**src/verilog/dma_pkg.sv**
```systemverilog
// --------------------------------------------------------------------------
// dma backend shared definitions
// bus widths, burst limits and the channel structs of the copy engine
// --------------------------------------------------------------------------
package dma_pkg;

  // bus geometry
  parameter int unsigned AddrWidth = 32;
  parameter int unsigned DataWidth = 32;
  parameter int unsigned LenWidth  = 8;
  // bytes per bus word
  parameter int unsigned StrbWidth = DataWidth / 8;

  // axi page size, bursts must stay inside one page
  parameter int unsigned PageBytes = 4096;
  // upper limit for one burst, top level may lower it
  parameter int unsigned MaxBeats  = 16;

  typedef logic [AddrWidth-1:0] addr_t;
  typedef logic [DataWidth-1:0] data_t;
  // beats minus one, as on the bus
  typedef logic [LenWidth-1:0]  len_t;
  typedef logic [31:0]          bytes_t;

  // copy request as seen on the front port
  typedef struct packed {
    addr_t  src;
    addr_t  dst;
    bytes_t num_bytes;
    logic   serialize;
  } burst_req_t;

  // one page-safe burst, last marks the end of its request
  typedef struct packed {
    addr_t src;
    addr_t dst;
    len_t  len;
    logic  last;
  } burst_desc_t;

  // shared by ar and aw
  typedef struct packed {
    addr_t addr;
    len_t  len;
  } ax_chan_t;

  typedef struct packed {
    data_t data;
    logic  last;
  } r_chan_t;

  typedef struct packed {
    data_t data;
    logic  last;
  } w_chan_t;

  typedef enum logic {
    IDLE,
    SPLIT
  } reshape_state_e;

endpackage
```
**src/verilog/dma_backend.sv**
```systemverilog
// --------------------------------------------------------------------------
// 1d dma backend top
// request fifo, burst reshaper and data mover on an axi-style bus
// --------------------------------------------------------------------------
`timescale 1ns/10ps

module dma_backend #(
  parameter int unsigned ReqDepth    = 4,
  parameter int unsigned QueueDepth  = 4,
  parameter int unsigned BufferDepth = 8,
  parameter int unsigned MaxBeats    = dma_pkg::MaxBeats
) (
  input  logic                clk_i,
  input  logic                rst_ni,
  input  logic                valid_i,
  input  dma_pkg::burst_req_t burst_req_i,
  output logic                ready_o,
  output dma_pkg::ax_chan_t   ar_o,
  output logic                ar_valid_o,
  input  logic                ar_ready_i,
  output dma_pkg::ax_chan_t   aw_o,
  output logic                aw_valid_o,
  input  logic                aw_ready_i,
  output dma_pkg::w_chan_t    w_o,
  output logic                w_valid_o,
  input  logic                w_ready_i,
  input  dma_pkg::r_chan_t    r_i,
  input  logic                r_valid_i,
  output logic                r_ready_o,
  input  logic                b_valid_i,
  output logic                b_ready_o,
  output logic                backend_idle_o,
  output logic                trans_complete_o
);

  import dma_pkg::*;

  burst_req_t  req;
  logic        req_full;
  logic        req_empty;
  logic        req_pop;
  burst_desc_t desc;
  logic        desc_valid;
  logic        desc_ready;
  logic        reshape_busy;
  logic        mover_idle;

  assign ready_o = ~req_full;

  dma_fifo #(.Depth(ReqDepth), .item_t(burst_req_t)) i_req_fifo (
    .clk_i, .rst_ni, .push_i(valid_i & ready_o), .data_i(burst_req_i),
    .pop_i(req_pop), .data_o(req), .full_o(req_full), .empty_o(req_empty));

  dma_burst_reshaper #(.MaxBeats(MaxBeats)) i_reshaper (
    .clk_i, .rst_ni, .req_i(req), .req_empty_i(req_empty), .req_pop_o(req_pop),
    .trans_complete_i(trans_complete_o), .desc_o(desc), .desc_valid_o(desc_valid),
    .desc_ready_i(desc_ready), .busy_o(reshape_busy));

  dma_data_mover #(.QueueDepth(QueueDepth), .BufferDepth(BufferDepth)) i_mover (
    .clk_i, .rst_ni, .desc_i(desc), .desc_valid_i(desc_valid), .desc_ready_o(desc_ready),
    .ar_o, .ar_valid_o, .ar_ready_i, .aw_o, .aw_valid_o, .aw_ready_i,
    .r_i, .r_valid_i, .r_ready_o, .w_o, .w_valid_o, .w_ready_i,
    .b_valid_i, .b_ready_o, .idle_o(mover_idle), .trans_complete_o);

  // a zero-byte request at the head causes no work
  assign backend_idle_o = (req_empty | (req.num_bytes == '0)) & ~reshape_busy & mover_idle;

endmodule

```
**src/verilog/dma_data_mover.sv**
```systemverilog
// --------------------------------------------------------------------------
// data mover
// issues ar and aw bursts from their own queues, passes read data through
// a word buffer to w and signals completion on the final write response
// --------------------------------------------------------------------------
`timescale 1ns/10ps

module dma_data_mover #(
  parameter int unsigned QueueDepth  = 4,
  parameter int unsigned BufferDepth = 8
) (
  input  logic                 clk_i,
  input  logic                 rst_ni,
  input  dma_pkg::burst_desc_t desc_i,
  input  logic                 desc_valid_i,
  output logic                 desc_ready_o,
  output dma_pkg::ax_chan_t    ar_o,
  output logic                 ar_valid_o,
  input  logic                 ar_ready_i,
  output dma_pkg::ax_chan_t    aw_o,
  output logic                 aw_valid_o,
  input  logic                 aw_ready_i,
  input  dma_pkg::r_chan_t     r_i,
  input  logic                 r_valid_i,
  output logic                 r_ready_o,
  output dma_pkg::w_chan_t     w_o,
  output logic                 w_valid_o,
  input  logic                 w_ready_i,
  input  logic                 b_valid_i,
  output logic                 b_ready_o,
  output logic                 idle_o,
  output logic                 trans_complete_o
);

  import dma_pkg::*;

  // reads in flight never exceed the w length queue
  localparam int unsigned CntWidth = $clog2(QueueDepth + 1);

  logic                desc_push;
  ax_chan_t            ar_in;
  ax_chan_t            aw_in;
  logic                ar_full;
  logic                ar_empty;
  logic                aw_full;
  logic                aw_empty;
  logic                wlen_full;
  logic                wlen_empty;
  logic                wlen_pop;
  len_t                wlen_head;
  logic                blast_full;
  logic                blast_empty;
  logic                blast_head;
  logic                buf_full;
  logic                buf_empty;
  data_t               buf_head;
  logic                ar_fire;
  logic                aw_fire;
  logic                r_fire;
  logic                w_fire;
  logic                b_fire;
  logic [CntWidth-1:0] rd_out_q;
  len_t                w_cnt_q;
  logic                complete_q;

  // --------------------------------------------------------------------------
  // descriptor fan-out
  // --------------------------------------------------------------------------
  // take a burst only when every queue has room
  assign desc_ready_o = ~ar_full & ~aw_full & ~wlen_full & ~blast_full;
  assign desc_push    = desc_valid_i & desc_ready_o;

  assign ar_in.addr = desc_i.src;
  assign ar_in.len  = desc_i.len;
  assign aw_in.addr = desc_i.dst;
  assign aw_in.len  = desc_i.len;

  dma_fifo #(.Depth(QueueDepth), .item_t(ax_chan_t)) i_ar_queue (
    .clk_i, .rst_ni, .push_i(desc_push), .data_i(ar_in), .pop_i(ar_fire),
    .data_o(ar_o), .full_o(ar_full), .empty_o(ar_empty));

  dma_fifo #(.Depth(QueueDepth), .item_t(ax_chan_t)) i_aw_queue (
    .clk_i, .rst_ni, .push_i(desc_push), .data_i(aw_in), .pop_i(aw_fire),
    .data_o(aw_o), .full_o(aw_full), .empty_o(aw_empty));

  dma_fifo #(.Depth(QueueDepth), .item_t(len_t)) i_wlen_queue (
    .clk_i, .rst_ni, .push_i(desc_push), .data_i(desc_i.len), .pop_i(wlen_pop),
    .data_o(wlen_head), .full_o(wlen_full), .empty_o(wlen_empty));

  dma_fifo #(.Depth(QueueDepth), .item_t(logic)) i_blast_queue (
    .clk_i, .rst_ni, .push_i(desc_push), .data_i(desc_i.last), .pop_i(b_fire),
    .data_o(blast_head), .full_o(blast_full), .empty_o(blast_empty));

  // --------------------------------------------------------------------------
  // address channels
  // --------------------------------------------------------------------------
  assign ar_valid_o = ~ar_empty;
  assign aw_valid_o = ~aw_empty;
  assign ar_fire    = ar_valid_o & ar_ready_i;
  assign aw_fire    = aw_valid_o & aw_ready_i;

  // --------------------------------------------------------------------------
  // read data into buffer, buffer out to w
  // --------------------------------------------------------------------------
  // only ready while a read burst is outstanding
  assign r_ready_o = ~buf_full & (rd_out_q != '0);
  assign r_fire    = r_valid_i & r_ready_o;

  dma_fifo #(.Depth(BufferDepth), .item_t(data_t)) i_data_buffer (
    .clk_i, .rst_ni, .push_i(r_fire), .data_i(r_i.data), .pop_i(w_fire),
    .data_o(buf_head), .full_o(buf_full), .empty_o(buf_empty));

  assign w_valid_o = ~buf_empty & ~wlen_empty;
  assign w_o.data  = buf_head;
  assign w_o.last  = (w_cnt_q == wlen_head);
  assign w_fire    = w_valid_o & w_ready_i;
  assign wlen_pop  = w_fire & w_o.last;

  // --------------------------------------------------------------------------
  // write response and completion
  // --------------------------------------------------------------------------
  assign b_ready_o        = ~blast_empty;
  assign b_fire           = b_valid_i & b_ready_o;
  assign trans_complete_o = complete_q;

  assign idle_o = ar_empty & aw_empty & wlen_empty & blast_empty & buf_empty;

  always_ff @(posedge clk_i or negedge rst_ni) begin
    if (!rst_ni) begin
      rd_out_q   <= '0;
      w_cnt_q    <= '0;
      complete_q <= 1'b0;
    end else begin
      rd_out_q <= rd_out_q + CntWidth'(ar_fire) - CntWidth'(r_fire & r_i.last);
      // beat counter restarts on w last
      if (w_fire) begin
        w_cnt_q <= w_o.last ? '0 : w_cnt_q + 1'b1;
      end
      complete_q <= b_fire & blast_head;
    end
  end

endmodule

```
**src/verilog/dma_burst_reshaper.sv**
```systemverilog
// --------------------------------------------------------------------------
// burst reshaper
// cuts a copy request into bursts that stay inside a 4 KiB page on both
// sides and never exceed the burst limit, holds serialized requests back
// --------------------------------------------------------------------------
`timescale 1ns/10ps

module dma_burst_reshaper #(
  parameter int unsigned MaxBeats = dma_pkg::MaxBeats
) (
  input  logic                 clk_i,
  input  logic                 rst_ni,
  input  dma_pkg::burst_req_t  req_i,
  input  logic                 req_empty_i,
  output logic                 req_pop_o,
  input  logic                 trans_complete_i,
  output dma_pkg::burst_desc_t desc_o,
  output logic                 desc_valid_o,
  input  logic                 desc_ready_i,
  output logic                 busy_o
);

  import dma_pkg::*;

  localparam int unsigned PageBits   = $clog2(PageBytes);
  localparam int unsigned WordBits   = $clog2(StrbWidth);
  localparam bytes_t      BurstBytes = bytes_t'(MaxBeats * StrbWidth);

  reshape_state_e state_q;
  reshape_state_e state_d;
  addr_t          src_q;
  addr_t          src_d;
  addr_t          dst_q;
  addr_t          dst_d;
  bytes_t         left_q;
  bytes_t         left_d;
  logic           in_flight_q;
  logic           in_flight_d;

  bytes_t src_to_page;
  bytes_t dst_to_page;
  bytes_t burst_bytes;
  logic   load;
  logic   accept;

  function automatic bytes_t min_bytes(bytes_t a, bytes_t b);
    return (a < b) ? a : b;
  endfunction

  // --------------------------------------------------------------------------
  // burst size
  // --------------------------------------------------------------------------
  // distance to the next page boundary
  assign src_to_page = bytes_t'(PageBytes) - bytes_t'(src_q[PageBits-1:0]);
  assign dst_to_page = bytes_t'(PageBytes) - bytes_t'(dst_q[PageBits-1:0]);

  // smallest of remainder, both page limits and the burst limit
  assign burst_bytes = min_bytes(min_bytes(left_q, BurstBytes),
                                 min_bytes(src_to_page, dst_to_page));

  assign desc_o.src  = src_q;
  assign desc_o.dst  = dst_q;
  assign desc_o.len  = len_t'((burst_bytes >> WordBits) - 1);
  assign desc_o.last = (burst_bytes == left_q);

  assign desc_valid_o = (state_q == SPLIT);
  assign accept       = desc_valid_o & desc_ready_i;
  assign busy_o       = (state_q != IDLE);

  // serialized requests wait for the previous completion
  assign req_pop_o = (state_q == IDLE) & ~req_empty_i & ~(req_i.serialize & in_flight_q);
  // zero-byte requests are popped and dropped
  assign load      = req_pop_o & (req_i.num_bytes != '0);

  // --------------------------------------------------------------------------
  // split fsm
  // --------------------------------------------------------------------------
  always_comb begin
    state_d     = state_q;
    src_d       = src_q;
    dst_d       = dst_q;
    left_d      = left_q;
    in_flight_d = in_flight_q;
    if (trans_complete_i) begin
      in_flight_d = 1'b0;
    end
    unique case (state_q)
      IDLE: begin
        if (load) begin
          src_d       = req_i.src;
          dst_d       = req_i.dst;
          left_d      = req_i.num_bytes;
          in_flight_d = 1'b1;
          state_d     = SPLIT;
        end
      end
      SPLIT: begin
        // advance both sides by the burst just taken
        if (accept) begin
          src_d  = src_q + addr_t'(burst_bytes);
          dst_d  = dst_q + addr_t'(burst_bytes);
          left_d = left_q - burst_bytes;
          if (desc_o.last) begin
            state_d = IDLE;
          end
        end
      end
      default: state_d = IDLE;
    endcase
  end

  always_ff @(posedge clk_i or negedge rst_ni) begin
    if (!rst_ni) begin
      state_q     <= IDLE;
      in_flight_q <= 1'b0;
    end else begin
      state_q     <= state_d;
      in_flight_q <= in_flight_d;
    end
  end

  always_ff @(posedge clk_i) begin
    src_q  <= src_d;
    dst_q  <= dst_d;
    left_q <= left_d;
  end

endmodule

```
**src/verilog/dma_fifo.sv**
```systemverilog
// --------------------------------------------------------------------------
// synchronous fifo with a type parameter
// register array, read data visible one cycle after the push
// --------------------------------------------------------------------------
`timescale 1ns/10ps

module dma_fifo #(
  parameter int unsigned Depth  = 4,
  parameter type         item_t = logic
) (
  input  logic  clk_i,
  input  logic  rst_ni,
  input  logic  push_i,
  input  item_t data_i,
  input  logic  pop_i,
  output item_t data_o,
  output logic  full_o,
  output logic  empty_o
);

  localparam int unsigned PtrWidth = (Depth > 1) ? $clog2(Depth) : 1;
  localparam int unsigned CntWidth = $clog2(Depth + 1);

  item_t               mem_q [Depth];
  logic [PtrWidth-1:0] wr_ptr_q;
  logic [PtrWidth-1:0] rd_ptr_q;
  logic [CntWidth-1:0] count_q;
  logic                do_push;
  logic                do_pop;

  // pointer step with wrap at depth
  function automatic logic [PtrWidth-1:0] wrap_inc(logic [PtrWidth-1:0] ptr);
    return (ptr == PtrWidth'(Depth - 1)) ? '0 : ptr + 1'b1;
  endfunction

  assign full_o  = (count_q == CntWidth'(Depth));
  assign empty_o = (count_q == '0);

  // push on full and pop on empty are dropped
  assign do_push = push_i & ~full_o;
  assign do_pop  = pop_i & ~empty_o;

  assign data_o = mem_q[rd_ptr_q];

  always_ff @(posedge clk_i or negedge rst_ni) begin
    if (!rst_ni) begin
      wr_ptr_q <= '0;
      rd_ptr_q <= '0;
      count_q  <= '0;
    end else begin
      if (do_push) begin
        wr_ptr_q <= wrap_inc(wr_ptr_q);
      end
      if (do_pop) begin
        rd_ptr_q <= wrap_inc(rd_ptr_q);
      end
      count_q <= count_q + CntWidth'(do_push) - CntWidth'(do_pop);
    end
  end

  // storage
  always_ff @(posedge clk_i) begin
    if (do_push) begin
      mem_q[wr_ptr_q] <= data_i;
    end
  end

endmodule

```
**config.mk**
```make
export PLATFORM = sky130hd
export DESIGN_NAME = dma_backend
export DESIGN_NICKNAME = d
export VERILOG_FILES = /design/src/verilog/dma_pkg.sv /design/src/verilog/dma_backend.sv /design/src/verilog/dma_data_mover.sv /design/src/verilog/dma_burst_reshaper.sv /design/src/verilog/dma_fifo.sv
export SDC_FILE = /design/constraint.sdc
export NUM_CORES = 1
export LEC_CHECK = 0
export ABC_CLOCK_PERIOD_IN_PS = 16500
export BUFFER_PORTS_ARGS = -buffer_cell sky130_fd_sc_hd__clkbuf_2
export CELL_PAD_IN_SITES_DETAIL_PLACEMENT = 0
export CELL_PAD_IN_SITES_GLOBAL_PLACEMENT = 1
export CORE_MARGIN = 8
export CORE_UTILIZATION = 37
export CTS_CLUSTER_DIAMETER = 80
export DETAILED_ROUTE_END_ITERATION = 6
export PLACE_DENSITY = 0.68
export SYNTH_ARGS = -nofsm -noshare
export SYNTH_HDL_FRONTEND = slang
export SYNTH_SLANG_ARGS = --single-unit
```
**constraint.sdc**
```tcl
create_clock -name clk_i -period 16.5 [get_ports clk_i]
set_input_delay 1.65 -clock clk_i [delete_from_list [all_inputs] [get_ports clk_i]]
set_output_delay 1.65 -clock clk_i [all_outputs]
set_load 0.01 [all_outputs]
```
==> results.md, run 1 <==
- Clock skew on the completed layout was measured at between 50 and 60 ps.
- The core region is approximately 130000 µm².
- Setup repair after global routing left no endpoint under its margin.
- The dominant delay contributor by cell family on the critical path is compound AO/OA/AOI/OAI gates.
- In this run the worst path has a maximum fanout of 22.
- In the final layout, the share of cells above drive strength 1 is 0.246.
- After synthesis the cells add up to 49800 µm².
- The commonest non-fill, non-tap cell in the layout is sky130_fd_sc_hd__edfxtp_1.
- The number of antenna violations at the first check in global routing is 27.
- The initial utilization of the core area, before any placement, comes to 0.373.
- The share of synthesized area in the top cell type comes to 0.660.
- The hold path endpoint is i_reshaper.in_flight_q.
- The required time at the endpoint of the critical path is between 15000 and 20000 ps.
- The die is 383 µm wide.
- The post-synthesis sequential area ratio is 0.690.
- The tree is rooted in a sky130_fd_sc_hd__clkbuf_16.
- The path type of the worst min-delay path is reg2reg.
- Summed over all layers, the routed wires come to 115 mm.
- The non-filler instance count after layout is 5104.
- The overall die height is between 300 and 400 µm.
- The initialized floorplan defines 134 standard-cell rows.
- The achievable frequency is approximately 0.12 GHz.
- The area growth from synthesis to layout is 15.0%.
- The worst flop-to-flop path startpoint is i_reshaper.dst_q[2].
- The total count of hold-check failures in the final report is 0.
- Counting I/O delays and the setup requirement, the final critical path takes roughly 8600 ps.
- At the worst endpoint, the arrival time is a little over 9000 ps.
- After synthesis, the cell types taking the most area are sky130_fd_sc_hd__edfxtp_1, sky130_fd_sc_hd__mux4_2, sky130_fd_sc_hd__ha_1.
- The TritonCTS clock tree is yes.
- After technology mapping, the gate count stands at 2848.
- The setup slack of the worst register-to-register path is roughly 8000 ps.
- Counting buffers and inverters, the worst setup path is 30 cells deep.
- The critical path capture point type is a flop.
- Before antenna repair, the detailed router went through 5 iterations.
- The total clock buffers created by CTS is ~120.
- The most repeated library cell on the critical path is sky130_fd_sc_hd__a21oi_1.
- The number of buffer cells added on primary ports is 258.
- The number of global-route vias before repair was roughly 27000.
- The top cell types in the final layout, fill and taps aside, are sky130_fd_sc_hd__edfxtp_1, sky130_fd_sc_hd__clkbuf_2, sky130_fd_sc_hd__mux4_2, sky130_fd_sc_hd__ha_1, sky130_fd_sc_hd__nand2_1.
- The total number of nets in the final design is 3543.
- The number of routed nets with antenna violations is 0.
- The leakage power of the design is 0.0200 µW.
- The ratio of final minimum period to clock period is 0.524.
- In this run the post-CTS setup repair buffer count came out at 0.
- The max-slew violation count was 0.
- The die area is roughly 150000 µm².
- The terminus of the critical flop-to-flop path is i_reshaper.left_q[23].
- The largest total area in the synthesized netlist belongs to sky130_fd_sc_hd__edfxtp_1.
- The number of max-capacitance violations reported is 0.
- For this run, asynchronously set or reset flops after synthesis account for 0.0511.
- The total of cells resized after clock tree synthesis is 0.
- The total routing resource utilization after global routing is 0.155.
- VDD sags by at most 0.000119 V.
- The sum of overflow across all layers after global routing is 0.
- Counting distinct cell types in the post-synthesis netlist gives roughly 80.
- STA classifies the critical path startpoint as a flop.
- The buffering stage count on the worst path with inverters included is 1.
- After clock tree synthesis, the clock-pin slew on the worst setup and hold paths is 60 ps.
- The Yosys step of the flow raised 0 warnings.
- Including well taps, the total number of placed cells is 4871.
- The origin of the worst setup path is i_reshaper.dst_q[2].
- In this run the count of I/O pins placed on the die edge is 259.
- After routing, the total negative slack on setup checks comes to 0 ps.
- Using the TritonRoute via totals, the vias-per-cell ratio works out to ~5.2.
- The power density over the cells is 222 nW/µm².
- Detailed placement finished with a half-perimeter wire length of 77.0 mm.
- The initial DRC count is a little under 2000.
- The first global-routing pass estimated around 170 mm of wire.
- Detailed routing inserted a total of around 26000 vias.
- Headroom to the max-slew limit came out at 0.232.
- The routability congestion estimate is about 0.84.
- Entering global routing, the biggest net connects around 100 pins.
- The maximum count of clock buffers along a single path is 3.
- Counting instances, the worst hold path has a depth of 1.
- At the pin with the least slew margin, the transition time is around 1100 ps.
- The synthesized design contains about 1100 enable-type register cells.
- The later-pin clock latency in the skew report is around 750 ps.
- The run finished with clean final reports.
- After filler insertion, the fill cell instance count of the layout stands at 11800.
- The detail-routed net length per standard cell is about 23 µm.
- Buffers inserted to repair hold after CTS numbered 0.
- The critical path in this run is classified as reg2reg.
- The number of synthesized register bits is roughly 1200.
- On the critical path, the stage with the largest delay is an instance of sky130_fd_sc_hd__o311ai_4.
- The number of failing setup endpoints in the final timing report is 0.
- The most instantiated flip-flop cell in the synthesis netlist is sky130_fd_sc_hd__edfxtp_1.
- The clock sink count is ~1200.
- The clock tree synthesis step divided the H-tree into 3 levels.
- The number of cells on the worst reg-to-reg path is 30.
- The largest stage delay on the critical path is 800 ps.
- The launch point of the worst hold path is i_mover.trans_complete_o.
- The mean cell area of the mapped netlist is around 18 µm².
- After detailed routing, the number of remaining DRC violations is 0.
==> through the flow <==
stage          power (µW)   util  setup WS, ps  area (µm²)  hold WS [ps]
2_1_floorplan        8540      -          8740       50100           452
3_3_place_gp        10300  0.401          8090       53600           455
3_5_place_dp        10300  0.401          7910       53600           479
4_1_cts             12900  0.429          7870       57300           491
5_1_grt             13600  0.429          7130       57300           511
6_report            12700  0.429          7860       57300           482
==> cell families after synthesis <==
| kind of cell | synth area share |
|---|---|
| compound gates | 0.0507 |
| flops | 0.690 |
| buf+inv | 0.0161 |
| other cells | 0.000151 |
| xor+xnor | 0.0193 |
| fa+ha+maj | 0.0464 |
| mux | 0.129 |
| simple gates | 0.0481 |
==> synthesized netlist by cell type, drive strengths merged, types with 8 or more instances <==
cell and number:
edfxtp 1096, mux4 250, ha 169, nand2 161, o21ai 117, inv 110, a21oi 87, nor2 75
xnor2 71, mux2 60, dfrtp 59, clkbuf 52, a21o 50, buf 46, nor3 43, xor2 39
and3 34, nand3 31, nand2b 25, nor4 23, nand4 21, o21a 19, nor2b 16, or3 16
and2 15, a211oi 14, mux2i 13, o211ai 13, o31ai 13, fa 10, a211o 8
==> cell type report <==
type                    count  area [µm²]  share of cell area
multi-input cells        1542       14900               0.261
clock buffers             149        3130              0.0547
well taps                1768        2210              0.0386
inverters                 111         419             0.00731
repair buffers            295        1570              0.0274
clock inverters            71         599              0.0105
flip-flops and latches   1155       34400               0.600
diodes                     13        32.5            0.000568
==> worst register-to-register path, delay by kind of cell (launching register included) <==
family,cells,cell delay [ps]
buf+inv,1,160
flops,1,540
fa+ha+maj,3,1000
simple gates,10,2620
xor+xnor,2,330
compound gates,12,2740
mux,2,1010
==> flip-flops by register name, indices dropped and copies added, names as in the netlist, 3 cells and up <==
signal and flops:
i_mover.i_ar_queue.count_q 3, i_mover.i_aw_queue.count_q 3, i_mover.i_wlen_queue.mem_q 32, i_mover.i_data_buffer.count_q 4, i_mover.i_blast_queue.count_q 3, i_reshaper.dst_q 32
i_mover.i_aw_queue.mem_q 160, i_req_fifo.mem_q 388, i_reshaper.src_q 32, i_mover.rd_out_q 3, i_mover.i_ar_queue.mem_q 160, i_mover.w_cnt_q 8
i_reshaper.left_q 32, i_mover.i_data_buffer.wr_ptr_q 3, i_mover.i_data_buffer.rd_ptr_q 3, i_mover.i_blast_queue.mem_q 4, i_mover.i_data_buffer.mem_q 256, i_req_fifo.count_q 3
i_mover.i_wlen_queue.count_q 3
==> power breakdown <==
| group | switching (µW) | total (µW) | internal [µW] |
|---|---|---|---|
| Combinational | 3040 | 5100 | 2060 |
| Sequential | 444 | 5090 | 4640 |
| Clock | 1140 | 2560 | 1420 |
==> worst max path at each step <==
stage | to | slack [ps]
2_1_floorplan | i_reshaper.left_q[30] | 8740
3_3_place_gp | i_reshaper.left_q[26] | 8090
3_5_place_dp | i_reshaper.left_q[25] | 7910
4_1_cts | i_reshaper.left_q[25] | 7870
5_1_grt | i_reshaper.left_q[30] | 7130
6_report | i_reshaper.left_q[23] | 7860
==> per-layer routing <==
layer,GRT usage,vias up,routed length [µm]
li1,-,12100,-
met5,0,-,118
met1,0.223,13400,53500
met3,0.0365,171,7040
met4,0.0419,18,2420
met2,0.235,602,52100
Note: power is estimated with default switching activity, not from simulation.
==> run 2: changes to the inputs <==
- ABC_CLOCK_PERIOD_IN_PS: 16500 -> 7700
- PLACE_DENSITY: 0.68 -> 0.7
- clock period: 16.5 -> 7.7 ns (I/O delays scaled with it)
==> results.md, run 2 (synthesis gave the netlist of run 1 again) <==
- The internal power component is 18500 µW (was 8120 µW).
- The largest stage delay on the critical path is 560 ps (was 800 ps).
- The minimum clock period is 7330 ps (was 8640 ps).
- The core occupancy in the finished layout is 0.440 (was 0.429).
- The post-synthesis to final-layout area growth is 17.9% (was 15.0%).
- The ratio of final minimum period to clock period is 0.952 (was 0.524).
- The highest-delay cell along the critical path is sky130_fd_sc_hd__or4_4 (was sky130_fd_sc_hd__o311ai_4).
- The first-pass iteration count of the detailed router is 5 (unchanged).
- The share of total power in sequential cells came to 0.373 (was 0.399).
- The maximum number of pins on one net before global-route repair came to 78 (was 104).
- The worst clock skew on the final layout was 56.5 ps (was 58.5 ps).
- Leading registers by flop count: i_req_fifo.mem_q (388), i_mover.i_data_buffer.mem_q (256) (unchanged).
- The power density over the cells is 491 nW/µm² (was 222 nW/µm²).
- Highest-count cells in the layout ignoring fill and taps: sky130_fd_sc_hd__edfxtp_1, sky130_fd_sc_hd__clkbuf_2, sky130_fd_sc_hd__mux4_2, sky130_fd_sc_hd__ha_1, sky130_fd_sc_hd__nand2_1 (unchanged).
- The per-cell via count in the routed design was 5.17 (was 5.16).
- The total net switching power is 10400 µW (was 4620 µW).
- The standard cell core area is 134000 µm² (unchanged).
- The maximum vdd ir drop is 0.000336 V (was 0.000119 V).
- The area occupied by multi-input gates is 15100 µm² (was 14900 µm²).
- Result of the run: finished, final reports clean (unchanged).
- The flip-flop count of the largest register after layout is 388 (unchanged).
- The sequential standard cell area was 34400 µm² (unchanged).
- The worst slack after detailed placement was 80.0 ps (was 7910 ps).
- The worst slew slack as a fraction of its limit is 0.309 (was 0.232).
- The floorplan die width is 383 µm (unchanged).
- The placed instance count is 4928 (was 4871).
- The filler cell count in the final layout was 11700 (was 11800).
- The total number of nets in the final design is 3615 (was 3543).
- The number of antenna violations at the first check in global routing is 22 (was 27).
- The required time at the endpoint of the critical path is 8200 ps (was 16990 ps).
- The number of buffer cells added on primary ports was 258 (unchanged).
- The commonest non-fill, non-tap cell in the layout is sky130_fd_sc_hd__edfxtp_1 (unchanged).
- The sum of overflow across all layers after global routing is 0 (unchanged).
- The global-route wire length before repair was 173 mm (about the same).
- The TritonCTS clock tree is yes (unchanged).
- The slew at the pin with the worst max-slew slack was 1040 ps (was 1120 ps).
- The wire length after detailed routing is 115 mm (about the same).
- The number of global-route vias before repair is 27100 (was 26600).
- The fraction of layout instances using a drive strength above 1 is 0.279 (was 0.246).
- The total routing resource utilization after global routing came to 0.155 (about the same).
- The arrival time at the worst endpoint came to 7830 ps (was 9140 ps).
- The kind of start point of the critical path was a flop (unchanged).
- The later-pin clock latency in the skew report is 760 ps (was 750 ps).
- The path type of the worst min-delay path is in2reg (was reg2reg).
- The non-filler instance count after layout was 5182 (was 5104).
- The clock network fraction of total power came to 0.220 (was 0.201).
- The total clock buffers created by CTS is 130 (was 121).
- The worst setup margin is 369 ps (was 7860 ps).
- The overall die height is 383 µm (unchanged).
- The initial DRC count is 1875 (was 1928).
- The proportion of total power due to net switching was 0.359 (was 0.362).
- The leakage power of the design is 0.0207 µW (was 0.0200 µW).
- The total count of hold-check failures in the final report is 0 (unchanged).
- The power share of the combinational group came to 0.407 (was 0.400).
- The sum of net half-perimeters after detailed placement is 77.3 mm (was 77.0 mm).
- The sum of negative setup slack is 0 ps (unchanged).
- The number of max-capacitance violations reported is 0 (unchanged).
- The largest fanout of any net on the critical path was 8 (was 22).
- The maximum count of clock buffers along a single path is 3 (unchanged).
- The routability congestion estimate is 0.851 (was 0.836).
- The most repeated library cell on the critical path is sky130_fd_sc_hd__ha_1 (was sky130_fd_sc_hd__a21oi_1).
- The H-tree depth is 4 (was 3).
- The critical path capture point type is a flop (unchanged).
- The clock root buffer is sky130_fd_sc_hd__clkbuf_16 (unchanged).
- The number of failing setup endpoints in the final timing report came to 0 (unchanged).
- The standard cell area after detailed placement is 54000 µm² (was 53600 µm²).
- The clock edge transition at the registers on the reported setup and hold paths is 60 ps (about the same).
- The detailed-route DRC error count is 0 (unchanged).
- The detail-routed net length per standard cell is 22.3 µm (was 22.6 µm).
- The total number of vias was 26800 (was 26300).
- The number of routed nets with antenna violations was 0 (unchanged).
- The max-slew violation count is 0 (unchanged).
- The effective utilization at floorplan was 0.373 (unchanged).
- The finished layout cell area is 58800 µm² (was 57300 µm²).
- The clock sink count is 1155 (unchanged).
- The register bank with the most flops is i_req_fifo.mem_q (unchanged).
- The I/O pin total came to 259 (unchanged).
- The achievable frequency was 0.136 GHz (was 0.116 GHz).
- The number of placement rows came to 134 (unchanged).
- The kind of critical path is reg2reg (unchanged).
- The die area is 147000 µm² (unchanged).
==> run 2: final timing paths <==
path,start,endpoint,slack (ps),cells after the start
hold reg to reg,i_mover.i_blast_queue.count_q[2],i_mover.i_blast_queue.count_q[2],490,1
max in group asynchronous,rst_ni,i_req_fifo.rd_ptr_q[0],6200,3
min in group asynchronous,rst_ni,i_mover.i_aw_queue.rd_ptr_q[1],390,2
setup reg to reg,i_reshaper.dst_q[2],i_reshaper.left_q[26],370,30
setup / recovery,i_reshaper.dst_q[2],i_reshaper.left_q[26],370,30
hold / removal,burst_req_i[96],i_req_fifo.mem_q[1][96],230,1
==> run 2: cell type report <==
cell class	count	share of cell area
sequential	1155	0.585
multi-input combinational	1542	0.258
clock buffer	158	0.0576
tap	1768	0.0376
timing repair buffer	358	0.0350
clock inverter	81	0.0192
inverter	111	0.00713
antenna	9	0.000383
==> run 2: per-layer routing <==
| metal | vias to the layer above | part of all wire | global-route usage |
|---|---|---|---|
| li1 | 12300 | - | - |
| met1 | 13600 | 0.47 | 0.223 |
| met3 | 178 | 0.062 | 0.0400 |
| met5 | - | 0.0011 | 0 |
| met2 | 672 | 0.45 | 0.235 |
| met4 | 20 | 0.019 | 0.0386 |
==> run 2: metrics by stage <==
stage / power (µW) / hold WS, ps
final: 28900 / 233
after global routing: 30700 / 185
after CTS: 29000 / 165
after detailed placement: 22500 / 477
after global placement: 22400 / 475
after floorplan: 18300 / 452
==> run 2: power by group through the flow <==
stage          registers, µW  logic (µW)  clock network, µW
2_1_floorplan          10700        7630                  0
3_3_place_gp           10800       11500                  0
3_5_place_dp           10900       11600                  0
4_1_cts                10800       11700               6520
5_1_grt                11000       12900               6750
6_report               10800       11700               6350
==> run 2: worst max-delay path, delay by kind of cell (launching register included) <==
kind / cells / cell delay [ps]
AOI/OAI and AO/OA: 12 / 2660
DFF: 1 / 380
muxes: 3 / 960
xor gates and xnor gates: 2 / 390
adders and majority gates: 3 / 810
buffers and inverters: 1 / 200
and+or+nand+nor: 9 / 1660
==> run 2: what timing repair did <==
item                                    4_1_cts  5_1_grt
setup buffers                                 0        5
gates resized for setup                       0       44
endpoints found under the setup margin        0       49
hold endpoints to repair                      7        0
hold buffers                                  1        0
